==> config.mk <==
export PLATFORM = sky130hd
export DESIGN_NAME = ecc_err_status
export DESIGN_NICKNAME = d
export VERILOG_FILES = /design/src/rtl/ecc_err_status.sv
export VERILOG_INCLUDE_DIRS = /design/src /design/src/common
export SDC_FILE = /design/constraint.sdc
export NUM_CORES = 1
export LEC_CHECK = 0
export ABC_AREA = 0
export BUFFER_PORTS_ARGS = -buffer_cell sky130_fd_sc_hd__buf_2
export CAP_MARGIN = 20
export CORE_MARGIN = 2
export CORE_UTILIZATION = 52
export DETAILED_ROUTE_END_ITERATION = 8
export PLACE_DENSITY = 0.78
export SLEW_MARGIN = 5
export SYNTH_ARGS = -nofsm -noshare
export SYNTH_HDL_FRONTEND = slang
export SYNTH_SLANG_ARGS = --single-unit
==> constraint.sdc <==
create_clock -name clk -period 2.12 [get_ports clk]
set_input_delay 0.106 -clock clk [delete_from_list [all_inputs] [get_ports clk]]
set_output_delay 0.106 -clock clk [all_outputs]
set_load 0.02 [all_outputs]
==> src/common/ecc_settings.svh <==
`ifndef ECC_SETTINGS_SVH
`define ECC_SETTINGS_SVH

// Payload and check bits of one stored word
`define DATA_WIDTH   77
`define PARITY_WIDTH 8

`define ADDR_WIDTH   6
`define MEM_DEPTH    64
`define CNT_WIDTH    16

`endif
==> src/rtl/ecc_err_status.sv <==
`timescale 1ns/1ns
`include "ecc_settings.svh"

module ecc_err_status (
    input  logic                   clk,
    input  logic                   reset,
    input  logic                   clr_cnt,
    input  logic                   rd_valid,
    input  logic [`ADDR_WIDTH-1:0] rd_addr_out,
    input  logic                   rd_sbit_err,
    input  logic                   rd_dbit_err,
    output logic [`CNT_WIDTH-1:0]  sbit_cnt,
    output logic [`CNT_WIDTH-1:0]  dbit_cnt,
    output logic [`ADDR_WIDTH-1:0] last_err_addr
);

    logic sbit_sat;
    logic dbit_sat;

    assign sbit_sat = &sbit_cnt;
    assign dbit_sat = &dbit_cnt;

    always_ff @(posedge clk) begin
        if (reset || clr_cnt) begin
            sbit_cnt      <= '0;
            dbit_cnt      <= '0;
            last_err_addr <= '0;
        end else if (rd_valid) begin
            if (rd_sbit_err && !sbit_sat) sbit_cnt <= sbit_cnt + 1'b1;
            if (rd_dbit_err && !dbit_sat) dbit_cnt <= dbit_cnt + 1'b1;
            if (rd_sbit_err || rd_dbit_err) begin
                last_err_addr <= rd_addr_out;   // Most recent faulty read
            end
        end
    end

    // Saturated counters hold until cleared
    a_sbit_no_wrap: assert property (@(posedge clk) disable iff (reset)
        sbit_sat && !clr_cnt |=> sbit_sat);

    a_dbit_no_wrap: assert property (@(posedge clk) disable iff (reset)
        dbit_sat && !clr_cnt |=> dbit_sat);

endmodule

Word level (Yosys, flattened, before mapping)
Cells that the tools add are included.
- add/subtract/negate cells: 2
- multipliers: 0
- div/mod/pow operators: 0
- magnitude comparators: 0
- equality and inequality tests: 0
- shift operators: 0
- muxes and demuxes: 0
- bitwise operators: 0
- reductions and logical operators: 11
- operators with widths (kind ; number):
    adder 16 x 1 -> 16 bit, second input constant ; 2
    AND reduction 16 bit ; 2
    AND reduction 2 bit ; 3
    logical AND 1 bit ; 2
    zero test 1 bit ; 2
    logical OR 1 bit ; 2
- flip-flop bits (word level): 38
- latch bits: 0
- memory bits (writable): 0
- ROM bits: 0
- output and inout port bits: 38
- logic and storage cells: 16
- memories kept: 0

Depth between registers and ports, before layout
Gate-level depths: netlist (run 1).
- word-level depth: 4
- mapped depth: 7
- gate-level depth less buffers: 5

Worst setup path after synthesis (run 1)
No wires, ideal clock.
- path type: register to register
- from: register dbit_cnt[0]
- to: register dbit_cnt[9]
- library setup time: 0.072 ns
- data arrival time: 1.810 ns
- setup slack: 0.238 ns
- cell stages (with the launch flop): 8
- period minus slack after synthesis: 1.882 ns
- cells stage by stage: dfxtp_1 > ha_1 > and4_1 > and3_1 > clkbuf_1 > buf_2 > a211oi_1 > mux2i_1
- cells in the longest elaborated chain, start to end: 4
- elaborated cells on any way between the ends: 5
- RTL lines (item ; RTL line ; text):
    from (decl) ; ecc_err_status.sv:13 ; output logic [`CNT_WIDTH-1:0] dbit_cnt,
    from (signal assigned) ; ecc_err_status.sv:30 ; if (rd_dbit_err && !dbit_sat) dbit_cnt <= dbit_cnt + 1'b1;
    branches (longest 4 deep; another with adder 16 x 1 -> 16 bit) ; -- ;
Parallel ways; which one is timed is not known.
A chain may end at the register's enable or synchronous reset.

Worst setup path after layout (run 1)
- from: register dbit_cnt[0]
- to: register dbit_cnt[13]
The elaborated chain is that of the path after synthesis.

==> results_dict.tcl, run 1 <==
set metrics [dict create \
    io_pins 50 \
    cp-start-kind "flop" \
    grt_pass1_vias 1720 \
    die_y_um 65.1 \
    routed_wl_um 4590 \
    placed_area_um2 2260 \
    grt_pass1_wl_um 7730 \
    clockBufferDepth 2 \
    timing.fmax_ghz 0.528 \
    avgRoutedWirePerCell_um 14.0 \
    skew_ns 0.00496 \
    pre_cts_ws_ns 0.152 \
    htree_levels 2 \
    p_leak_nw 0.920 \
    holdCritPathClass "input port to flop" \
    synth_seq_cells 38 \
    post-route-period-util_pct 89.4 \
    dp_cells 323 \
    drtIter0Drc 94 \
    grt_max_degree 28 \
    postCtsHoldBufs 0 \
    track_usage_pct 22.8 \
    clk_latency_ns 0.28 \
    start_util_pct 53.5 \
    total_power_mw 1.29 \
    hold_viol_final 0 \
    drtAntennaViolNets 0 \
    cts.sinks 38 \
    drive_above_1_share_pct 24.2 \
    core_um2 3630 \
    dr.pass1.iters 5 \
    post-cts-setup-buffers 0 \
    grt_overflow_total 0 \
    slew_headroom_pct 49.2 \
    required_ns 2.34 \
    ys_seq_area_share_pct 39.2 \
    num_rows 22 \
    tightest_slew_ns 0.757 \
    layout.nets 296 \
    antenna_found_initial 0 \
    syn-instance-count 230 \
    layout_commonest_cell "buf_2" \
    path_class "flop to flop" \
    netlist_area_um2 1940 \
    fin_crit_ns 1.89 \
    final_util_pct 64.5 \
    fin_area_um2 2340 \
    dp_hpwl_um 3300 \
    synth_cell_types 38 \
    maxCapViolations 0 \
    vias_per_cell 6.05 \
    n_antenna_cell 0 \
    finalSetupViolations 0 \
    drc 0 \
    tritoncts "done" \
    timing.hold.ws_ns 0.0559 \
    worstPathMaxFanout 17 \
    final_cell_mix "buf_2, dfxtp_1, nand2_1" \
    root_buffer "clkbuf_8" \
    syn_nets 244 \
    arrival_ns 2.12 \
    gp_congestion 0.792 \
    syn_area_per_cell_um2 8.45 \
    layout.cells.non_filler 329 \
    vdd_drop_max_mv 0.382 \
    num_vias 1992 \
    cts_buffers 5 \
    clk_pin_slew_ns 0.07 \
    die-area_um2 4240 \
    numPortBuffers 49 \
    cp-end-kind "flop" \
    finalWorstSetupSlack_ns 0.225 \
    yosysWarnings 0 \
    slew_violations 0 \
    setup_tns_ns 0 \
    die_x_um 65.1 \
    rsz0062_at_grt "no" \
    syn2layout_area_growth_pct 20.5 \
    status "complete, no violations" \
    power_density_nw_per_um2 550 \
]
worst paths after layout:
| path | from | to | slack (ns) | cells past startpoint |
|---|---|---|---|---|
| max | dbit_cnt[0] | dbit_cnt[13] | 0.23 | 5 |
| min reg2reg | last_err_addr[2] | last_err_addr[2] | 0.49 | 2 |
| min | rd_addr_out[5] | last_err_addr[5] | 0.06 | 3 |
| max reg2reg | dbit_cnt[0] | dbit_cnt[13] | 0.23 | 5 |
final cells by class:
cell class / count / area, um^2
clock buffer: 6 / 82.6
fill: 325 / 1290
inverter: 6 / 22.5
multi-input combinational: 175 / 1120
sequential: 38 / 761
tap: 48 / 60.1
timing repair buffer: 56 / 298
routing by layer:
layer | global-route usage (%) | vias to the layer above | wire, um
li1 | - | 990 | -
met1 | 30.1 | 927 | 2170
met2 | 37.0 | 66 | 2100
met3 | 5.31 | 9 | 265
met4 | 7.29 | 0 | 60
met5 | 0 | - | 0
flip-flops by register name, summed over array words and instances, names as in the netlist:
| register | count |
|---|---|
| sbit_cnt | 16 |
| last_err_addr | 6 |
| dbit_cnt | 16 |
where the power goes:
group,internal [mW],switching (mW)
Sequential,0.718,0.00435
Clock,0.251,0.238
Combinational,0.0282,0.0476
Total,0.998,0.290
synthesized netlist by cell type:
library cell	instances	area, um^2
o31ai_1	7	52.6
inv_1	6	22.5
a211oi_1	5	37.5
or3_1	9	56.3
a21o_1	1	7.51
and2_1	2	12.5
nor3_1	4	20.0
or2_2	3	18.8
or4_4	1	11.3
mux2i_1	14	140
or4_1	6	45.0
nand4_2	1	12.5
or2_0	1	6.26
nand4_1	8	50.1
nor2_1	10	37.5
o211a_1	1	10.0
o311ai_0	5	43.8
a41o_1	1	10.0
o21ai_1	1	5.00
o211ai_1	1	7.51
nand2b_1	1	6.26
clkbuf_1	9	33.8
a21oi_1	15	75.1
nand2_1	30	113
nand3_1	12	60.1
a31oi_1	2	12.5
buf_1	1	3.75
ha_1	2	25.0
nand4b_1	1	8.76
a2111o_1	6	67.6
and4_1	3	26.3
buf_2	1	5.00
a21boi_0	1	7.51
and3_1	4	25.0
o41ai_1	5	43.8
o21ai_0	10	50.1
dfxtp_1	38	761
nor4_1	2	12.5
worst max-delay path: stages (launching register included):
cell and delay (ns):
dfxtp_1 0.36, ha_1 0.24, and4_1 0.26, and3_2 0.32
or4_1 0.50, a21oi_1 0.14
repair_timing:
| item | in CTS | in global routing |
|---|---|---|
| gates resized for setup | 0 | 1 |
| endpoints found under the setup margin | 0 | 2 |
| hold endpoints to repair | 0 | 0 |
logic make-up after synthesis:
family | share of synthesized area, %
AOI/OAI and AO/OA | 22.2
muxes | 7.21
DFF | 39.2
adders and majority gates | 1.29
and+or+nand+nor | 26.9
buffers and inverters | 3.35
No activity file was read; power rests on OpenSTA's default activity.
==> run 2: changes to the inputs <==
CORE_ASPECT_RATIO = 1.25   (was unset)
==> run 2 against run 1 <==
The run now ends with design-rule violations left. Critical path depth did not move. Maximum frequency grew 0.21%. Via count grew 0.55%. Non-clock buffer count did not move. Register-to-register slack hardly changed. Utilization up 1.2 points. First-iteration DRC count is 20% higher. Final cell count down 2.4%. Clock-buffer cell count is 1 lower. Sequential power about the same. Hold slack lost 0.0054 ns. Critical path type unchanged. Largest cell class unchanged. Largest power group unchanged.
==> results_dict.tcl, run 2 (synthesis gave the netlist of run 1 again) <==
set metrics [dict create \
    clk_latency_ns 0.29 \
    timing.fmax_ghz 0.529 \
    drtIter0Drc 113 \
    crit_start "sbit_cnt[0]" \
    die-area_um2 4240 \
    dr.pass1.iters 6 \
    fin_area_um2 2330 \
    max_stage_delay_ns 0.46 \
    holdCritPathClass "input port to flop" \
    die_y_um 72.3 \
    io_pins 50 \
    required_ns 2.27 \
    maxCapViolations 0 \
    arrival_ns 2.04 \
    final_util_pct 65.7 \
    total_power_mw 1.27 \
    cp-start-kind "flop" \
    setup_tns_ns 0 \
    track_usage_pct 23.8 \
    htree_levels 2 \
    layout.cells.non_filler 321 \
    dp_hpwl_um 3470 \
    grt_pass1_vias 1787 \
    pre_cts_ws_ns 0.140 \
    worstPathMaxFanout 8 \
    post-cts-setup-buffers 0 \
    root_buffer "clkbuf_8" \
    power_density_nw_per_um2 545 \
    fill_cells 326 \
    postCtsHoldBufs 0 \
    slew_headroom_pct 59.0 \
    r2r_end "sbit_cnt[10]" \
    vdd_drop_max_mv 0.452 \
    p_leak_nw 0.920 \
    cts_buffers 5 \
    slowest_stage "or3_1" \
    core_um2 3540 \
    dp_cells 314 \
    gp_congestion 0.895 \
    grt_pass1_wl_um 8070 \
    clk_pin_slew_ns 0.07 \
    drtAntennaViolNets 0 \
    post-route-period-util_pct 89.2 \
    syn2layout_area_growth_pct 19.8 \
    routed_wl_um 4850 \
    fin_crit_ns 1.89 \
    grt_overflow_total 0 \
    finalSetupViolations 0 \
    antenna_found_initial 0 \
    clockBufferDepth 2 \
    cts.sinks 38 \
    start_util_pct 54.8 \
    reg2reg_from "sbit_cnt[0]" \
    numPortBuffers 49 \
    placed_area_um2 2250 \
    grt_max_degree 28 \
    avgRoutedWirePerCell_um 15.1 \
    tightest_slew_ns 0.609 \
    rrSetupSlack_ns 0.23 \
    min_delay_path_depth 3 \
    num_vias 2003 \
    rsz0062_at_grt "no" \
    final_cell_mix "buf_2, dfxtp_1, nand2_1" \
    n_antenna_cell 0 \
    skew_ns 0.00760 \
    finalWorstSetupSlack_ns 0.229 \
    cp-end-kind "flop" \
    layout_commonest_cell "buf_2" \
    reg2reg_depth 5 \
    num_rows 24 \
    hold_viol_final 0 \
    drc 3 \
    status "finished with violations" \
    slew_violations 0 \
    vias_per_cell 6.24 \
    violations "design-rule violations" \
    cp-endpoint "sbit_cnt[10]" \
    largestRegisters "dbit_cnt (16), sbit_cnt (16), last_err_addr (6)" \
    layout.nets 296 \
    tritoncts "done" \
    timing.hold.ws_ns 0.0505 \
    path_class "flop to flop" \
    crit_chain "ha_1 > inv_1 > or3_1 > o311ai_0 > o41ai_1" \
    drive_above_1_share_pct 24.5 \
    die_x_um 58.7 \
]
==> run 2: cell count changes in the layout (fill, tap and decap cells not counted) <==
cell	delta
clkinv_2	+2
clkbuf_8	-1
==> run 2: cell type report <==
cell class	count	area, um^2	share of cell area (%)
multi-input combinational	175	1120	48.1
sequential	38	761	32.7
timing repair buffer	56	298	12.8
clock buffer	5	68.8	2.96
tap	39	48.8	2.10
inverter	6	22.5	0.968
clock inverter	2	10.0	0.430
==> run 2: worst min-delay path by stage <==
stage / startpoint / end / slack [ns]
3_5_place_dp: rd_addr_out[3] / last_err_addr[3] / 0.35
3_3_place_gp: rd_addr_out[2] / last_err_addr[2] / 0.34
6_report: rd_addr_out[3] / last_err_addr[3] / 0.05
2_1_floorplan: rd_addr_out[0] / last_err_addr[0] / 0.25
4_1_cts: rd_addr_out[3] / last_err_addr[3] / 0.05
5_1_grt: rd_addr_out[3] / last_err_addr[3] / 0.05
==> run 2: power by group <==
part           total, mW  switching [mW]  internal [mW]
sequential         0.722         0.00400          0.718
clock              0.468           0.248          0.221
combinational     0.0784          0.0487         0.0297
total               1.27           0.300          0.969
==> run 2: what timing repair did <==
action                                  in CTS  in global routing
endpoints found under the setup margin       0                  2
resized for setup                            0                  1
endpoints found under the hold margin        0                  0
==> run 2: routing by layer <==
| metal | vias to the layer above | part of all wire [%] | track usage (%) |
|---|---|---|---|
| li1 | 987 | - | - |
| met1 | 943 | 44 | 29.7 |
| met2 | 63 | 49 | 39.2 |
| met3 | 10 | 5.5 | 5.53 |
| met4 | 0 | 1.7 | 9.34 |
| met5 | - | 0 | 0 |
==> run 2: critical path, delay by kind of cell (launching register included) <==
family,cells,cell delay [ns]
buf+inv,1,0.05
simple gates,1,0.46
compound gates,2,0.50
flops,1,0.45
fa+ha+maj,1,0.29
