## src/common/ecc_settings.svh

```systemverilog
`ifndef ECC_SETTINGS_SVH
`define ECC_SETTINGS_SVH

// Payload and check bits of one stored word
`define DATA_WIDTH   77
`define PARITY_WIDTH 8

`define ADDR_WIDTH   6
`define MEM_DEPTH    64
`define CNT_WIDTH    16

`endif
```

## src/common/ecc_pkg.sv

```systemverilog
`include "ecc_settings.svh"

package ecc_pkg;

    typedef struct packed {
        logic [`PARITY_WIDTH-1:0] parity;   // Check bits sit above the data
        logic [`DATA_WIDTH-1:0]   data;
    } codeword_fields_t;

    // Stored word, seen as fields or as one flat vector for bit flips
    typedef union packed {
        codeword_fields_t                     fields;
        logic [`DATA_WIDTH+`PARITY_WIDTH-1:0] raw;
    } codeword_t;

    // Data bits covered by each check bit
    // Check bit 7 makes every data column odd weight
    localparam logic [`DATA_WIDTH-1:0] PARITY_MASK [0:`PARITY_WIDTH-1] = '{
        77'h0AAAA_B5555_5556A_AAD5B,
        77'h0CCCC_D9999_999B3_3366D,
        77'h10F0F_1E1E1_E1E3C_3C78E,
        77'h00FF0_1FE01_FE03F_C07F0,
        77'h1F000_1FFFE_0003F_FF800,
        77'h00000_1FFFF_FFFC0_00000,
        77'h1FFFF_E0000_00000_00000,
        77'h09699_72CD2_D32DA_65CB7
    };

    function automatic logic [`PARITY_WIDTH-1:0] ecc_encode(
        input logic [`DATA_WIDTH-1:0] d
    );
        logic [`PARITY_WIDTH-1:0] p;

        for (int j = 0; j < `PARITY_WIDTH; j++) begin
            p[j] = ^(d & PARITY_MASK[j]);
        end
        return p;
    endfunction

endpackage

```

## src/ecc_core/ecc_read_stage.sv

```systemverilog
`timescale 1ns/1ns
`include "ecc_settings.svh"

module ecc_read_stage
    import ecc_pkg::*;
(
    input  logic                   clk,
    input  logic                   reset,
    input  logic                   fetch_valid,
    input  logic [`ADDR_WIDTH-1:0] fetch_addr,
    input  codeword_t              fetch_word,
    input  logic                   bypass,
    output logic                   rd_valid,
    output logic [`ADDR_WIDTH-1:0] rd_addr_out,
    output logic [`DATA_WIDTH-1:0] rd_data,
    output logic                   rd_sbit_err,
    output logic                   rd_dbit_err
);

    logic [`DATA_WIDTH-1:0] fixed_data;
    logic                   sbit;
    logic                   dbit;

    ecc_77_cal u_cal (
        .data_in    (fetch_word.fields.data),
        .parity_in  (fetch_word.fields.parity),
        .data_out   (fixed_data),
        .parity_out (),
        .mask       (),
        .bypass     (bypass),
        .sbit_err   (sbit),
        .dbit_err   (dbit)
    );

    // Flags only pulse alongside rd_valid
    always_ff @(posedge clk) begin
        if (reset) begin
            rd_valid    <= 1'b0;
            rd_sbit_err <= 1'b0;
            rd_dbit_err <= 1'b0;
        end else begin
            rd_valid    <= fetch_valid;
            rd_sbit_err <= fetch_valid & sbit;
            rd_dbit_err <= fetch_valid & dbit;
        end
    end

    always_ff @(posedge clk) begin
        if (fetch_valid) begin
            rd_data     <= fixed_data;
            rd_addr_out <= fetch_addr;
        end
    end

    a_flags_exclusive: assert property (@(posedge clk) disable iff (reset)
        !(rd_sbit_err && rd_dbit_err));

endmodule

```

## src/ecc_core/ecc_77_cal.sv

```systemverilog
`timescale 1ns/1ns
`include "ecc_settings.svh"

module ecc_77_cal
    import ecc_pkg::*;
(
    input  logic [`DATA_WIDTH-1:0]   data_in,
    input  logic [`PARITY_WIDTH-1:0] parity_in,
    output logic [`DATA_WIDTH-1:0]   data_out,
    output logic [`PARITY_WIDTH-1:0] parity_out,
    output logic [`DATA_WIDTH-1:0]   mask,
    input  logic                     bypass,
    output logic                     sbit_err,
    output logic                     dbit_err
);

    logic [`PARITY_WIDTH-1:0] syndrome;
    logic [1:0]               error;    // bit 0 single, bit 1 double

    assign parity_out = ecc_encode(data_in);
    assign syndrome   = parity_in ^ parity_out;
    assign data_out   = bypass ? data_in : data_in ^ mask;
    assign sbit_err   = ~bypass & error[0];
    assign dbit_err   = ~bypass & error[1];

    // Syndrome equals the column of the flipped bit
    always_comb begin
        mask  = '0;
        error = 2'b01;
        case (syndrome)
            8'b00000000 : error = 2'b00;
            8'b10000011 : mask[0]  = 1'b1;
            8'b10000101 : mask[1]  = 1'b1;
            8'b10000110 : mask[2]  = 1'b1;
            8'b00000111 : mask[3]  = 1'b1;
            8'b10001001 : mask[4]  = 1'b1;
            8'b10001010 : mask[5]  = 1'b1;
            8'b00001011 : mask[6]  = 1'b1;
            8'b10001100 : mask[7]  = 1'b1;
            8'b00001101 : mask[8]  = 1'b1;
            8'b00001110 : mask[9]  = 1'b1;
            8'b10001111 : mask[10] = 1'b1;
            8'b10010001 : mask[11] = 1'b1;
            8'b10010010 : mask[12] = 1'b1;
            8'b00010011 : mask[13] = 1'b1;
            8'b10010100 : mask[14] = 1'b1;
            8'b00010101 : mask[15] = 1'b1;
            8'b00010110 : mask[16] = 1'b1;
            8'b10010111 : mask[17] = 1'b1;
            8'b10011000 : mask[18] = 1'b1;
            8'b00011001 : mask[19] = 1'b1;
            8'b00011010 : mask[20] = 1'b1;
            8'b10011011 : mask[21] = 1'b1;
            8'b00011100 : mask[22] = 1'b1;
            8'b10011101 : mask[23] = 1'b1;
            8'b10011110 : mask[24] = 1'b1;
            8'b00011111 : mask[25] = 1'b1;
            8'b10100001 : mask[26] = 1'b1;
            8'b10100010 : mask[27] = 1'b1;
            8'b00100011 : mask[28] = 1'b1;
            8'b10100100 : mask[29] = 1'b1;
            8'b00100101 : mask[30] = 1'b1;
            8'b00100110 : mask[31] = 1'b1;
            8'b10100111 : mask[32] = 1'b1;
            8'b10101000 : mask[33] = 1'b1;
            8'b00101001 : mask[34] = 1'b1;
            8'b00101010 : mask[35] = 1'b1;
            8'b10101011 : mask[36] = 1'b1;
            8'b00101100 : mask[37] = 1'b1;
            8'b10101101 : mask[38] = 1'b1;
            8'b10101110 : mask[39] = 1'b1;
            8'b00101111 : mask[40] = 1'b1;
            8'b10110000 : mask[41] = 1'b1;
            8'b00110001 : mask[42] = 1'b1;
            8'b00110010 : mask[43] = 1'b1;
            8'b10110011 : mask[44] = 1'b1;
            8'b00110100 : mask[45] = 1'b1;
            8'b10110101 : mask[46] = 1'b1;
            8'b10110110 : mask[47] = 1'b1;
            8'b00110111 : mask[48] = 1'b1;
            8'b00111000 : mask[49] = 1'b1;
            8'b10111001 : mask[50] = 1'b1;
            8'b10111010 : mask[51] = 1'b1;
            8'b00111011 : mask[52] = 1'b1;
            8'b10111100 : mask[53] = 1'b1;
            8'b00111101 : mask[54] = 1'b1;
            8'b00111110 : mask[55] = 1'b1;
            8'b10111111 : mask[56] = 1'b1;
            8'b11000001 : mask[57] = 1'b1;
            8'b11000010 : mask[58] = 1'b1;
            8'b01000011 : mask[59] = 1'b1;
            8'b11000100 : mask[60] = 1'b1;
            8'b01000101 : mask[61] = 1'b1;
            8'b01000110 : mask[62] = 1'b1;
            8'b11000111 : mask[63] = 1'b1;
            8'b11001000 : mask[64] = 1'b1;
            8'b01001001 : mask[65] = 1'b1;
            8'b01001010 : mask[66] = 1'b1;
            8'b11001011 : mask[67] = 1'b1;
            8'b01001100 : mask[68] = 1'b1;
            8'b11001101 : mask[69] = 1'b1;
            8'b11001110 : mask[70] = 1'b1;
            8'b01001111 : mask[71] = 1'b1;
            8'b11010000 : mask[72] = 1'b1;
            8'b01010001 : mask[73] = 1'b1;
            8'b01010010 : mask[74] = 1'b1;
            8'b11010011 : mask[75] = 1'b1;
            8'b01010100 : mask[76] = 1'b1;
            // Flipped check bit, data needs no fix
            8'b10000000, 8'b01000000, 8'b00100000, 8'b00010000,
            8'b00001000, 8'b00000100, 8'b00000010, 8'b00000001 : error = 2'b01;
            default : error = 2'b10;    // Even weight or unused column
        endcase
    end

endmodule

```

## config.mk

```make
export PLATFORM = sky130hd
export DESIGN_NAME = ecc_read_stage
export DESIGN_NICKNAME = d
export VERILOG_FILES = /design/src/common/ecc_pkg.sv /design/src/ecc_core/ecc_read_stage.sv /design/src/ecc_core/ecc_77_cal.sv
export VERILOG_INCLUDE_DIRS = /design/src /design/src/common
export SDC_FILE = /design/constraint.sdc
export NUM_CORES = 1
export LEC_CHECK = 0
export ABC_AREA = 1
export BUFFER_PORTS_ARGS = -buffer_cell sky130_fd_sc_hd__buf_2
export CORE_MARGIN = 2
export CORE_UTILIZATION = 45
export DETAILED_ROUTE_END_ITERATION = 8
export GPL_TIMING_DRIVEN = 0
export PLACE_DENSITY_LB_ADDON = 0.05
export SYNTH_ARGS = -nofsm -noshare
export SYNTH_HDL_FRONTEND = slang
export SYNTH_HIERARCHICAL = 1
export SYNTH_SLANG_ARGS = --single-unit
export TNS_END_PERCENT = 30
```

## constraint.sdc

```tcl
create_clock -name clk -period 3.08 [get_ports clk]
set_clock_uncertainty 0.2 [all_clocks]
set_input_delay 0.616 -clock clk [delete_from_list [all_inputs] [get_ports clk]]
set_output_delay 0.616 -clock clk [all_outputs]
set_load 0.02 [all_outputs]
```

* Yosys cells after proc, flatten, opt, wreduce, memory -nomap -nowiden *
Cells that the tools add are included.

word-level totals
  logic and storage cells = 186
  register bits after elaboration = 86
  input port bits = 95
  output and inout port bits = 86

cells by class
  equal/unequal tests = 85
  bitwise operators = 7
  reduce and logical (&&, ||, !) cells = 10
  muxes and demuxes = 79

operators by type and width
  operator                                                          count
  77-bit parity                                                     8
  8-bit == test (second input constant)                             42
  8-bit by 6-bit == test with 1-bit output (second input constant)  16
  8-bit by 7-bit == test with 1-bit output (second input constant)  11
  85-bit OR reduction                                               1
  1-bit 2-to-1 mux                                                  77
  77-bit 2-to-1 mux                                                 1
  77-bit bitwise XOR                                                1
  8-bit by 5-bit == test with 1-bit output (second input constant)  8
  8-bit by 4-bit == test with 1-bit output (second input constant)  4
  8-bit by 3-bit == test with 1-bit output (second input constant)  2
  8-bit by 1-bit == test with 1-bit output (second input constant)  1
  8-bit by 2-bit == test with 1-bit output (second input constant)  1
  8-bit zero test                                                   1
  8-bit bitwise XOR                                                 1
  1-bit AND                                                         4
  2-bit case mux with 2 select lines                                1
  1-bit NOT                                                         1

* Logic depth before layout (Yosys ltp) *
  word-level depth = 7
  gate-level depth with buffers = 32
  mapped depth without buffers = 30

* By module *
The synthesis kept the hierarchy.

modules (own cells, without submodules)
  module          cells each  times used  area each (sq um)  seq. area each (sq um)
  ecc_77_cal      1477        1           6845.3             0.0
  ecc_read_stage  92          1           2575.0             2552.4

* Worst setup path after synthesis *
OpenSTA, ideal clock, no wires.

  path kind = input -> register
  from = input port fetch_word[63] in the netlist's numbering
  to = register rd_dbit_err
  setup slack = 0.049 ns
  stages = 29
  data required time = 2.816 ns
  setup time = 0.064 ns
  buffers on the path = 2
  data arrival time = 2.768 ns
  path through = buf_4 > inv_2 > nand2_1 > nand2_1 > nand2_1 > nand2_1 > nand2_1 > nand3_1 > nand2_1 > nand2_1 > nand2_1 > nand2_2 > nand2_2 > nand2_1 > nand3_2 > nand2_2 > nor2_2 > buf_6 > nand3_1 > nand2_1 > nor2_1 > nand2_1 > nor2_1 > nand2_1 > nor2_2 > nand2_1 > nor2_1 > nand2_1 > nor2_1

between the ends
  word-level cells in the longest chain between the ends = 7
  elaborated cells between the ends (all ways) = 96
  those cells by class = eq/ne: 85; mux: 1; bitwise: 3; reduce/logical: 7

RTL lines
  item                                   RTL line              text
  start: declaration                     ecc_read_stage.sv:11  input codeword_t fetch_word,
  77-bit parity                          ecc_pkg.sv:35         p[j] = ^(d & PARITY_MASK[j]);
  8-bit bitwise XOR *                    ecc_77_cal.sv:21      assign syndrome = parity_in ^ parity_out;
  8-bit == test (tied with other cells)  ecc_77_cal.sv:30      case (syndrome)
  85-bit OR reduction (no line)          n/a
  2-bit case mux with 2 select lines *   ecc_77_cal.sv:30
  1-bit AND *                            ecc_77_cal.sv:24      assign dbit_err = ~bypass & error[1];
  via dbit                               ecc_read_stage.sv:22  logic dbit;
  1-bit AND *                            ecc_read_stage.sv:44  rd_dbit_err <= fetch_valid & dbit;
  end signal: assignment                 ecc_read_stage.sv:44
  end: declaration                       ecc_read_stage.sv:17  output logic rd_dbit_err

Mark *: on every way through the listed nets, which the timed path passes. The rest lies on a longest branch.
A chain may end at the register's enable or synchronous reset.

* Final worst setup path *
  from = input port fetch_word[22] in the netlist's numbering
  to = register rd_dbit_err

The elaborated chain is that of the path after synthesis.

==> flow_summary_export.csv <==
group,metric,value,unit
floorplan,core-area,0.0200,mm²
critical_path,startpoint_type,"input port",
clock_network,cts-root-buf,"clkbuf_16",
global_routing,grt_pass1_vias,8725,
place,place_area,0.0103,mm²
global_routing,grt_pass1_wl,43.0,mm
drt,routedWlPerCell,15.3,µm
clock_network,cts.reportedPaths.clkPinSlew,0.07,ns
sta,fmax,0.299,GHz
sta,fin_crit_sh,108,%
pwr,vdd_drop_max,330,µV
sta,worstMarginPinSlew,0.870,ns
layout,synthToLayoutAreaGrowth,43.3,%
sta,setup_violations,38,
drt,wl,30.5,mm
clock_network,postCtsHoldBufs,0,
critical_path,crit_fanout,5,
layout,nNetsFinal,1815,
pwr,power_density,472,mW/mm²
floorplan,die_area,0.0214,mm²
clock_network,cts_tree,"built",
floorplan,start_util,45.5,%
min_path,hold_class,"in2reg",
yosys,synth.avg_cell_area,6.13,µm²
floorplan,die_w,146,µm
critical_path,cp_common_cell,"nand2_2",
yosys,yosys_warnings,6,
floorplan,fp.dieH,146,µm
drt,firstDrtPassIters,5,
yosys,syn_area,0.00912,mm²
pwr,leakage,6.85,nW
place,port_buffers,161,
run_status,failed_checks,"negative setup slack",
critical_path,end_kind,"flop",
layout,drive_gt1_share,42.6,%
critical_path,path_class,"in2reg",
place,gp_congestion,0.907,
critical_path,critPathMaxStageDelay,0.14,ns
drt,viasPerCell,5.03,
floorplan,num_io_pins,181,
drt,drt-initial-drc-count,652,
sta,fin_setup_tns,-2.45,ns
sta,slew_violations,0,
sta,fin_hold_ws,0.228,ns
drt,antenna_left,0,
pwr,power.total,6.17,mW
sta,worst_slack,-0.260,ns
global_routing,gr-total-overflow,0,
critical_path,critPathArrivalTime,3.43,ns
floorplan,rows,52,
place,place_hpwl,21.4,mm
global_routing,grt_max_degree,49,
global_routing,grt_usage,25.3,%
clock_network,clk_path_buf_depth,2,
sta,rsz0062_at_grt,"true",
sta,period_minus_slack,3.34,ns
run_status,outcome,"complete, but fails checks",
global_routing,antenna_found_initial,2,
yosys,syn-num-nets,1583,
layout,final_cell_area,0.0131,mm²
clock_network,h-tree-depth,3,
drt,drc,0,
clock_network,clock-sinks,86,
critical_path,crit_slowest_cell,"nand2_2",
run,maxCapViolCount,0,
sta,finalHoldViolations,0,
yosys,syn_inst,1488,
drt,vias,10035,
sta,slew-limit-headroom,42.0,%
clock_network,cts_made_buffers,9,
critical_path,required,3.17,ns
==> worst max-delay path: cells and delay by family <==
kind / cells / cell delay, ns
buffers and inverters: 5 / 0.42
and+or+nand+nor: 26 / 2.38
==> where the power goes <==
group	internal (mW)	switching, mW
Clock	0.717	0.522
Sequential	1.40	0.0213
Combinational	1.24	2.28
Total	3.35	2.82
==> layout by cell type (no fill, tap or decap), types with 3 or more instances in the layout <==
cell type and count:
edfxtp_1 83, nor2_2 49, clkbuf_4 10, inv_1 140, xor2_1 81, nor2_1 55, xnor2_2 12, clkbuf_1 8
inv_8 3, dfxtp_1 3, inv_4 19, clkbuf_16 13, inv_6 4, nand3_4 13, inv_2 56, nand4_1 10
buf_6 28, xnor2_1 31, nand3_2 65, nand3b_1 3, nand2_2 153, nand2_1 465, nand2_4 39, nor2_4 38
buf_8 8, nand3_1 106, xor2_2 15, buf_4 57, buf_2 141
==> routing by layer <==
layer | vias to the layer above | share of wire, % | GRT usage, %
li1 | 5018 | - | -
met4 | 0 | 3.1 | 8.59
met5 | - | 0 | 0
met1 | 4617 | 41 | 32.4
met3 | 60 | 5.5 | 3.31
met2 | 340 | 50 | 44.1
==> through the flow <==
step	worst slack [ns]	utilization [%]	std cells
after floorplan	0.0860	-	1488
after global placement	-0.881	51.2	1919
after detailed placement	-0.847	51.3	1920
after CTS	-0.151	54.7	1949
after global routing	-0.475	65.2	1996
final	-0.260	65.2	1997
==> layout make-up <==
cell class / count / area (µm²)
Antenna cell: 2 / 5.00
Sequential cell: 86 / 2550
Clock inverter: 7 / 95.1
Timing Repair Buffer: 221 / 1500
Inverter: 219 / 897
Tap cell: 270 / 338
Clock buffer: 9 / 225
Multi-Input combinational cell: 1145 / 7130
Buffer: 38 / 322
Fill cell: 1820 / 6970
==> state kept, by name, summed over array words and instances, names as in the netlist <==
register     count
rd_sbit_err      1
rd_addr_out      6
rd_valid         1
rd_data         77
rd_dbit_err      1
==> worst paths after layout <==
| check | from | endpoint | slack (ns) | cells after the start |
|---|---|---|---|---|
| max | fetch_word[22] | rd_dbit_err$_SDFF_PP0_ | -0.26 | 31 |
| min | fetch_addr[0] | rd_addr_out[0]$_DFFE_PP_ | 0.23 | 1 |
==> what timing repair did <==
item	in CTS	in global routing
resized for setup	77	515
buffers inserted	11	40
gates cloned	2	6
endpoints found under the setup margin	72	79
pin swaps	23	150
No activity file was read; power rests on OpenSTA's default activity.
