### config.mk
export PLATFORM = sky130hd
export DESIGN_NAME = ecc_write_stage
export DESIGN_NICKNAME = d
export VERILOG_FILES = /design/src/common/ecc_pkg.sv /design/src/rtl/ecc_write_stage.sv
export VERILOG_INCLUDE_DIRS = /design/src /design/src/common
export SDC_FILE = /design/constraint.sdc
export NUM_CORES = 1
export LEC_CHECK = 0
export BUFFER_PORTS_ARGS = -buffer_cell sky130_fd_sc_hd__buf_2
export CELL_PAD_IN_SITES_DETAIL_PLACEMENT = 0
export CELL_PAD_IN_SITES_GLOBAL_PLACEMENT = 1
export CORE_MARGIN = 2
export CORE_UTILIZATION = 38
export DETAILED_ROUTE_END_ITERATION = 6
export GPL_ROUTABILITY_DRIVEN = 0
export PLACE_DENSITY = 0.89
export SKIP_CTS_REPAIR_TIMING = 1
export SLEW_MARGIN = 20
export SYNTH_ARGS = -nofsm -noshare
export SYNTH_HDL_FRONTEND = slang
export SYNTH_SLANG_ARGS = --single-unit
### constraint.sdc
create_clock -name clk -period 4.6 [get_ports clk]
set_clock_uncertainty 0.2 [all_clocks]
set_input_delay 0.23 -clock clk [delete_from_list [all_inputs] [get_ports clk]]
set_output_delay 0.23 -clock clk [all_outputs]
set_load 0.01 [all_outputs]
### src/common/ecc_settings.svh
`ifndef ECC_SETTINGS_SVH
`define ECC_SETTINGS_SVH

// Payload and check bits of one stored word
`define DATA_WIDTH   77
`define PARITY_WIDTH 8

`define ADDR_WIDTH   6
`define MEM_DEPTH    64
`define CNT_WIDTH    16

`endif
### src/common/ecc_pkg.sv
`include "ecc_settings.svh"

package ecc_pkg;

    typedef struct packed {
        logic [`PARITY_WIDTH-1:0] parity;   // Check bits sit above the data
        logic [`DATA_WIDTH-1:0]   data;
    } codeword_fields_t;

    // Stored word, seen as fields or as one flat vector for bit flips
    typedef union packed {
        codeword_fields_t                     fields;
        logic [`DATA_WIDTH+`PARITY_WIDTH-1:0] raw;
    } codeword_t;

    // Data bits covered by each check bit
    // Check bit 7 makes every data column odd weight
    localparam logic [`DATA_WIDTH-1:0] PARITY_MASK [0:`PARITY_WIDTH-1] = '{
        77'h0AAAA_B5555_5556A_AAD5B,
        77'h0CCCC_D9999_999B3_3366D,
        77'h10F0F_1E1E1_E1E3C_3C78E,
        77'h00FF0_1FE01_FE03F_C07F0,
        77'h1F000_1FFFE_0003F_FF800,
        77'h00000_1FFFF_FFFC0_00000,
        77'h1FFFF_E0000_00000_00000,
        77'h09699_72CD2_D32DA_65CB7
    };

    function automatic logic [`PARITY_WIDTH-1:0] ecc_encode(
        input logic [`DATA_WIDTH-1:0] d
    );
        logic [`PARITY_WIDTH-1:0] p;

        for (int j = 0; j < `PARITY_WIDTH; j++) begin
            p[j] = ^(d & PARITY_MASK[j]);
        end
        return p;
    endfunction

endpackage

### src/rtl/ecc_write_stage.sv
`timescale 1ns/1ns
`include "ecc_settings.svh"

module ecc_write_stage
    import ecc_pkg::*;
(
    input  logic                          clk,
    input  logic                          reset,
    input  logic                          wr_en,
    input  logic [`ADDR_WIDTH-1:0]        wr_addr,
    input  logic [`DATA_WIDTH-1:0]        wr_data,
    input  logic [$bits(codeword_t)-1:0]  inj_mask,
    output logic                          mem_we,
    output logic [`ADDR_WIDTH-1:0]        mem_addr,
    output codeword_t                     mem_word
);

    codeword_t clean_word;

    always_comb begin
        clean_word.fields.data   = wr_data;
        clean_word.fields.parity = ecc_encode(wr_data);
    end

    always_ff @(posedge clk) begin
        if (reset) begin
            mem_we <= 1'b0;
        end else begin
            mem_we <= wr_en;
        end
    end

    // Test flips land on the flat view, data or check bits alike
    always_ff @(posedge clk) begin
        if (wr_en) begin
            mem_addr     <= wr_addr;
            mem_word.raw <= clean_word.raw ^ inj_mask;
        end
    end

    a_wr_addr_known: assert property (@(posedge clk) disable iff (reset)
        wr_en |-> !$isunknown(wr_addr));

endmodule

**Word-level counts from Yosys, hierarchy flattened**

Index checks and enable logic that the tools add are counted.

- Divide/modulo/power cells: 0
- Reductions and logical operators: 8
- Mux-type cells: 0
- Multiply operators: 0
- $lt $le $gt $ge: 0
- Add/sub/neg operators: 0
- Bitwise operators: 1
- Shift operators: 0
- Equal/unequal tests: 0

Operators by type and width:

| kind | count |
|---|---|
| 77-bit parity | 8 |
| 85-bit bitwise XOR | 1 |

- Memory bits (read-only): 0
- Word-level logic and storage cells: 12
- Bits in writable memories: 0
- Register bits: 92
- Memories kept: 0
- Bits in latches: 0

**Longest topological paths before layout**

Gate-level depths: netlist (run 1).

- Depth after elaboration: 2
- Depth in mapped cells: 6

**Worst setup path after synthesis (run 1)**

OpenSTA, ideal clock, no wires.

- Kind: in2reg
- From: in wr_data[24]
- To: reg mem_word[79] in the netlist's numbering, data pin
- Cell stages on the path: 6
- Arrival: 1.623 ns
- Library setup time: 0.268 ns
- Slack: 2.509 ns
- Data required time: 4.132 ns
- Path through: buf_2 > xnor3_1 > xor2_1 > xor2_1 > xnor2_1 > xnor3_1

- Word-level cells in the longest chain between the ends: 2

RTL lines:

| element | line | RTL |
|---|---|---|
| from (decl) | ecc_write_stage.sv:11 | `` input logic [`DATA_WIDTH-1:0] wr_data, `` |
| 77-bit parity | ecc_pkg.sv:35 | `p[j] = ^(d & PARITY_MASK[j]);` |
| 85-bit bitwise XOR | ecc_write_stage.sv:37 | `mem_word.raw <= clean_word.raw ^ inj_mask;` |
| to (decl) | ecc_write_stage.sv:15 | `output codeword_t mem_word` |

No other way between the ends.
A chain may end at the register's enable or synchronous reset.

**Worst setup path after layout (run 1)**

- From: in wr_data[67]
- To: reg mem_word[78] in the netlist's numbering, data pin

The elaborated chain is that of the path after synthesis.

==> results of run 1 <==
==> Yosys cell counts <==
| master | instances |
|---|---|
| xor2_1 | 100 |
| nor2b_1 | 1 |
| dfxtp_1 | 1 |
| clkbuf_2 | 1 |
| xor3_1 | 1 |
| xnor3_2 | 1 |
| xnor2_1 | 120 |
| xnor2_2 | 1 |
| xnor3_1 | 14 |
| edfxtp_1 | 91 |
| buf_2 | 1 |
==> worst paths after layout <==
path / start / endpoint / slack (ns) / depth (start not counted)
worst max-delay path: wr_data[67] / mem_word[78] / 2.57 / 6
worst min-delay path: inj_mask[65] / mem_word[65] / -0.007 / 2
==> registers in the layout, indices dropped and copies added (netlist names) <==
name	cells
mem_word	85
mem_addr	6
mem_we	1
==> area by class of cell <==
class | instances | area share, %
sequential | 92 | 36.4
multi-input combinational | 238 | 30.6
timing repair buffer | 324 | 25.6
clock buffer | 11 | 3.34
tap | 176 | 2.91
clock inverter | 5 | 1.11
==> where the power goes <==
group	internal, uW	total (uW)	switching (uW)
Clock	507	829	322
Sequential	1100	1130	29.1
Combinational	571	1040	473
==> through the flow <==
stage	hold slack (ns)	worst slack, ns	util (%)
floorplan	0.102	2.51	-
global placement	0.191	2.24	50.2
detailed placement	0.195	2.19	50.2
CTS	-0.171	2.54	52.8
global route	-0.0000428	2.50	57.5
finish	-0.00651	2.57	57.5
==> critical path: cells and delay by family <==
family	cells	cell delay, ns
xor+xnor	5	1.57
buf+inv	1	0.13
==> cells by family after synthesis <==
group / synth area share [%]
buf+inv: 0.197
xor+xnor: 45.4
simple gates: 0.123
flops: 54.2
==> routing by layer <==
metal  up-vias  GRT usage, %
li1       1777             -
met1      1751          21.6
met4         0          5.44
met3        10          4.61
met2       154          31.8
met5         -             0
==> run metrics, run 1 <==
status=complete, but fails checks; violated checks=hold timing; I/O pin total=263; Synth area leaders=edfxtp_1, xnor2_1, xor2_1; CTS clk-pin slew, worst paths=0.07 ns; CP required=4.49 ns; Routed Antenna Nets=0; first-pass GRT wire length=19200 um; WP data arrival=1.92 ns; startpoint class of the critical path=input port; die height=120 um; HPWL after DPL=10600 um; Die ar.=between 0.01 and 0.015 mm^2; RSZ-0062 raised after global routing=false; buffers added on ports=approximately 260; power density over cell area=397 mW/mm^2; Slew Limit Fails=0; area leader, netlist=edfxtp_1; cells after synthesis=332; setup TNS=0 ns; crit path time final=2.03 ns; share of cells above drive strength 1=41.8%; CP peak stage delay=around 0.52 ns; filler cell count in the final layout=approximately 1100; Slew HR=between 40% and 50%; Mapped Area=a little over 0.005 mm^2; Placed Instances=768; P&R area growth vs syn=49.0%; 1st-pass router iterations=4; Synth Register Bits=92; Avg Synthesized Cell Area=15.3 um^2; number of nets in the layout=836; Synth top area share=a little over half; FF+latch area=0.00275 mm^2; wl on met1=about 5500 um; sequential element share of the synthesized area=54.2%; Worst Hold Class=in -> reg; GRT Util Overall=between 10% and 20%; DP Area=0.00660 mm^2; wire per inst=16.4 um; clock tree buffer depth=2; wire length on met2=a little over 7000 um; vias per cell=approximately 4.4; fin cells=approximately 850; fmax=0.493 GHz; final setup violation count=0; grt ovf=0; cells along the critical path=buf_2 -> xor2_1 -> xnor3_2 -> xnor2_2 -> xnor3_1 -> xnor2_1; vias in the first global route=roughly 3600; highest-count cells in the layout ignoring fill and taps=buf_2, xnor2_1, xor2_1, edfxtp_1, dlygate4sd3_1; CTS tree=yes; CTS HTree Levels=3; initial antenna violation count=0; synth unique cells=11; max layer used=met4; # rows=42; slowest stage cell, crit path=xnor3_2; CTS buffer count=9; metal3 WL=930 um; CP Class=in -> reg; Clock Sink Count=between 90 and 100; clock root cell=clkbuf_16; ANT cells=0; Worst-Margin Slew=slightly below 0.9 ns; commonest non-fill, non-tap cell in the layout=buf_2; Pleak=0.00328 uW; Syn Nets=503; starting DRC count in detailed routing=175; Die Wd=between 100 and 150 um; max cap viols=0; Hold Violations, Final=5; Routed WL=around 14000 um; crit end category=flip-flop; worst vdd ir=0.154 mV; total design power=3000 uW; DRC Markers=0; maximum fanout along the worst path=3; Via Count=3692; fin crit share=44.1%; core area=0.0131 mm^2; Initial Util=approximately two fifths; multi-input logic area=0.00231 mm^2; worst hold slack=-0.00651 ns; largest net degree at the start of global routing=93; Syn. warnings=0; Final Cell Area=between 0.007 and 0.008 mm^2
Power figures use the tool's default switching activity.
==> run 2, diff against run 1 <==
--- a/config.mk
+++ b/config.mk
@@ -10,10 +10,10 @@
 export CELL_PAD_IN_SITES_DETAIL_PLACEMENT = 0
 export CELL_PAD_IN_SITES_GLOBAL_PLACEMENT = 1
 export CORE_MARGIN = 2
-export CORE_UTILIZATION = 38
+export CORE_UTILIZATION = 32
 export DETAILED_ROUTE_END_ITERATION = 6
 export GPL_ROUTABILITY_DRIVEN = 0
-export PLACE_DENSITY = 0.89
+export PLACE_DENSITY = 0.8
 export SKIP_CTS_REPAIR_TIMING = 1
 export SLEW_MARGIN = 20
 export SYNTH_ARGS = -nofsm -noshare
==> constraint.sdc (replaced) <==
create_clock -name clk -period 1.7 [get_ports clk]
set_clock_uncertainty 0.2 [all_clocks]
set_input_delay 0.085 -clock clk [delete_from_list [all_inputs] [get_ports clk]]
set_output_delay 0.085 -clock clk [all_outputs]
set_load 0.01 [all_outputs]
==> run metrics, run 2 (same netlist as run 1, synthesis figures left out) <==
GR peak layer=met2; max reg flops=85 (unchanged); setup slack after layout=0.0693 ns (-2.50 ns); buffers added on ports=262 (unchanged); starting DRC count in detailed routing=150 (-14%); worst vdd ir=0.723 mV (+370%); worst hold slack=-0.0159 ns (-0.00935 ns); CTS tree=yes; GR Util met3=3.53% (-1.1 points); fin util=58.4% (+0.86 points); maximum fanout along the worst path=3 (unchanged); Die Wd=130 um (+8.7%); grt ovf=0 (unchanged); power density over cell area=936 mW/mm^2 (+140%); Slew HR=67.4% (+26 points); WP data arrival=1.53 ns (-0.39 ns); status=complete, but fails checks; WHS Endpoint=mem_word[47]; clock root cell=clkbuf_16; HP Start=wr_data[47]; HPWL after DPL=12000 um (+14%); first-pass GRT wire length=20300 um (+5.6%); CTS HTree Levels=3 (unchanged); wire per inst=15.5 um (-5.2%); Via Count=4343 (+18%); CP peak stage delay=0.46 ns (-0.06 ns); DRC Markers=0 (unchanged); Reg with most FFs=mem_word; RSZ-0062 raised after global routing=true; number of nets in the layout=1008 (+21%); violated checks=hold timing; # rows=46 (+9.5%); largest net degree at the start of global routing=36 (-61%); crit path time final=1.63 ns; Worst-Margin Slew=0.486 ns (-0.397 ns); M2 GR Usage=29.4% (-2.4 points); ANT cells=0 (unchanged); P&R area growth vs syn=80.8%; slowest stage cell, crit path=xnor3_2; Pleak=0.00409 uW (+25%); crit end category=flip-flop; fmax=between 0.6 and 0.7 GHz; met1 usage=18.8% (-2.8 points); CP Class=in -> reg; vias in the first global route=3917 (+8.2%); share of cells above drive strength 1=45.0% (+3.2 points); clock tree buffer depth=2 (unchanged); CP required=1.60 ns (-2.89 ns); Die ar.=0.0169 mm^2 (+18%); fin crit share=95.9%; 1st-pass router iterations=4 (unchanged); Hold Violations, Final=6 (+1); I/O pin total=263 (unchanged); Top Registers=mem_word (85), mem_addr (6), mem_we (1); core area=0.0157 mm^2 (+20%); worst slack at placement=-0.367 ns (-2.56 ns); commonest non-fill, non-tap cell in the layout=buf_2; Initial Util=32.3% (-6.3 points); highest-count cells in the layout ignoring fill and taps=buf_2, dlygate4sd3_1, xnor2_1, xor2_1, edfxtp_1; Slew Limit Fails=0 (unchanged); startpoint class of the critical path=input port; CTS clk-pin slew, worst paths=0.07 ns (about the same); CTS buffer count=9 (unchanged); Hold Crit Depth=3 (+1); final setup violation count=0 (unchanged); GRT Util Overall=16.5% (-1.5 points); initial antenna violation count=0 (unchanged); Clock Sink Count=92 (unchanged); max cap viols=0 (unchanged); Routed WL=16400 um (+19%); die height=130 um (+8.7%); cells along the critical path=buf_2 -> xor2_1 -> xnor3_2 -> xnor2_4 -> xnor3_1 -> xnor2_1; vias per cell=4.10 (-5.9%); Routed Antenna Nets=0 (unchanged); Worst Hold Class=in -> reg
==> run 2: how the worst max path moves through the flow <==
| stage | from | to | depth (start not counted) |
|---|---|---|---|
| 3_3_place_gp | wr_data[55] | mem_word[78] | 7 |
| 2_1_floorplan | wr_data[5] | mem_word[80] | 5 |
| 3_5_place_dp | wr_data[51] | mem_word[80] | 6 |
| 4_1_cts | wr_data[55] | mem_word[78] | 7 |
| 6_report | wr_data[63] | mem_word[78] | 6 |
| 5_1_grt | wr_data[63] | mem_word[84] | 7 |
==> run 2: cell type report <==
type	count	area, um^2
clock buffer	9	225
clock inverter	7	76.3
fill	1322	6540
multi-input combinational	238	2380
sequential	92	2750
tap	216	270
timing repair buffer	496	3480
==> run 2: where the power goes <==
group	switching (uW)	internal (uW)	total, uW
logic	1440	2030	3470
registers	79.4	2970	3050
clock network	919	1150	2070
==> run 2: worst max-delay path: cells and delay by family <==
family	cells	cell delay [ns]
buffers and inverters	1	0.13
XOR/XNOR	5	1.31
==> run 2: per-stage QoR <==
step	instance area, um^2	power (uW)	TNS, ns	instances	hold WS, ns
after floorplan	5110	4900	0	332	-0.0434
after global placement	7430	6140	-2.27	900	0.0533
after detailed placement	7430	6190	-2.22	900	0.0527
after CTS	7730	8280	-0.0202	916	-0.325
after global routing	9180	9010	-0.0110	1058	-0.0102
final	9180	8590	0	1058	-0.0159
==> run 2: metal layers <==
| layer | share of wire [%] | wire length, um |
|---|---|---|
| met5 | 0 | 0 |
| met4 | 2.9 | 478 |
| met3 | 4.6 | 760 |
| met2 | 54 | 8880 |
| met1 | 38 | 6330 |
==> run 3, diff against run 2 <==
==> constraint.sdc (replaced) <==
create_clock -name clk -period 1.7 [get_ports clk]
set_clock_uncertainty 0.2 [all_clocks]
set_input_delay 0.51 -clock clk [delete_from_list [all_inputs] [get_ports clk]]
set_output_delay 0.51 -clock clk [all_outputs]
set_load 0.01 [all_outputs]
==> run metrics, run 3 (same netlist as run 1, synthesis figures left out) <==
number of buffers and inverters on the critical path=2 (+1); Placed Instances=892 (-0.89%); number of nets in the layout=862 (-14%); grt ovf=0 (unchanged); WP data arrival=1.89 ns (+0.36 ns); Routed Antenna Nets=0 (unchanged); CTS tree=yes; cells along the critical path=buf_2 -> xor2_2 -> xnor2_2 -> xnor2_1 -> buf_4 -> xor2_2 -> xnor3_1; Reg with most FFs=mem_word; core area=0.0157 mm^2 (unchanged); first-pass GRT wire length=20400 um (+0.27%); most frequent CP cell=xor2_2; Slew Limit Fails=0 (unchanged); Top Registers=mem_word (85), mem_addr (6), mem_we (1); Logic pwr share=39.3% (-1.1 points); HPWL after DPL=11800 um (-2.0%); CP Class=in -> reg; GRT Util Overall=16.5% (-0.029 points); commonest non-fill, non-tap cell in the layout=buf_2; crit path time final=2.00 ns (+0.369 ns); CTS buffer count=9 (unchanged); GR Util met3=4.10% (+0.57 points); fin util=53.6% (-4.8 points); worst hold slack=0.113 ns (+0.129 ns); filler cell count in the final layout=1340 (+1.4%); setup TNS=-1.88 ns (-1.88 ns); Pleak=0.00381 uW (-6.9%); RSZ-0062 raised after global routing=true; Clock Sink Count=92 (unchanged); startpoint class of the critical path=input port; Worst-Margin Slew=0.323 ns (-0.163 ns); violated checks=setup timing; worst vdd ir=0.598 mV (-17%); Die Wd=130 um (unchanged); # rows=46 (unchanged); fmax=0.500 GHz (-18%); Sequential Power Share=34.8% (-0.7 points); setup slack after layout=-0.300 ns (-0.369 ns); Via Count=3742 (-14%); P&R area growth vs syn=65.9%; M2 GR Usage=29.0% (-0.40 points); fin cells=912 (-14%); vias in the first global route=3886 (-0.79%); CTS clk-pin slew, worst paths=0.07 ns (about the same); Hold Violations, Final=0 (-6); Net Sw Power=2510 uW (+3.0%); met1 usage=19.7% (+0.91 points); final setup violation count=8 (+8); crit end category=flip-flop; clock tree buffer depth=2 (unchanged); initial antenna violation count=0 (unchanged); wire per inst=16.0 um (+2.8%); maximum fanout along the worst path=3 (unchanged); fin crit share=118% (+22 points); Routed WL=14600 um (-11%); Slew HR=78.3% (+11 points); Sw Share=28.7% (+0.28 points); CTS HTree Levels=3 (unchanged); status=complete, but fails checks; clock root cell=clkbuf_16; starting DRC count in detailed routing=92 (-39%); buffers added on ports=262 (unchanged); CP required=1.59 ns (about the same); power density over cell area=1040 mW/mm^2 (+11%); slowest stage cell, crit path=xnor3_1; largest net degree at the start of global routing=53 (+47%); vias per cell=4.10 (about the same); GR peak layer=met2; highest-count cells in the layout ignoring fill and taps=buf_2, edfxtp_1, buf_4, xor2_1, xnor2_1; Crit path max-delay family=XOR/XNOR gates; die height=130 um (unchanged); Worst Hold Class=in -> reg; 1st-pass router iterations=4 (unchanged); total design power=8760 uW (+2.0%); Die ar.=0.0169 mm^2 (unchanged); max reg flops=85 (unchanged); CP peak stage delay=0.40 ns (-0.06 ns); DRC Markers=0 (unchanged); max cap viols=0 (unchanged); clock power share=25.9% (+1.8 points); I/O pin total=263 (unchanged); Initial Util=32.3% (unchanged); ANT cells=0 (unchanged); share of cells above drive strength 1=61.8% (+17 points); Power Internal=6250 uW (+1.6%)
run 3: stage by stage:
stage / worst slack, ns / instance area (um^2)
floorplan: -0.402 / 5250
global placement: -0.812 / 7490
detailed placement: -0.839 / 7490
CTS: -0.477 / 7820
global route: -0.351 / 8420
finish: -0.300 / 8420
run 3: layout make-up:
class	count	area, um^2	area share, %
timing repair buffer	350	2150	25.5
tap	216	270	3.21
clock buffer	9	225	2.67
clock inverter	7	104	1.23
sequential	92	2750	32.7
multi-input combinational	238	2920	34.7
run 3: path summary, 6_finish.rpt:
| kind | depth (start not counted) | endpoint | slack, ns | start |
|---|---|---|---|---|
| max | 7 | mem_word[79] | -0.30 | wr_data[60] |
| min | 2 | mem_we | 0.11 | reset |
run 3: power groups by stage:
stage / registers [uW] / clock network [uW] / logic (uW)
after CTS: 3050 / 2320 / 3160
after global placement: 3100 / 0 / 3080
after detailed placement: 3090 / 0 / 3150
after floorplan: 3280 / 0 / 1690
after global routing: 3080 / 2410 / 3680
final: 3050 / 2270 / 3450
run 3: routing by layer:
metal  vias to the layer above  wire (um)
met4                         0        318
li1                       1818          -
met5                         -          0
met1                      1750       5850
met3                        18       1010
met2                       156       7400
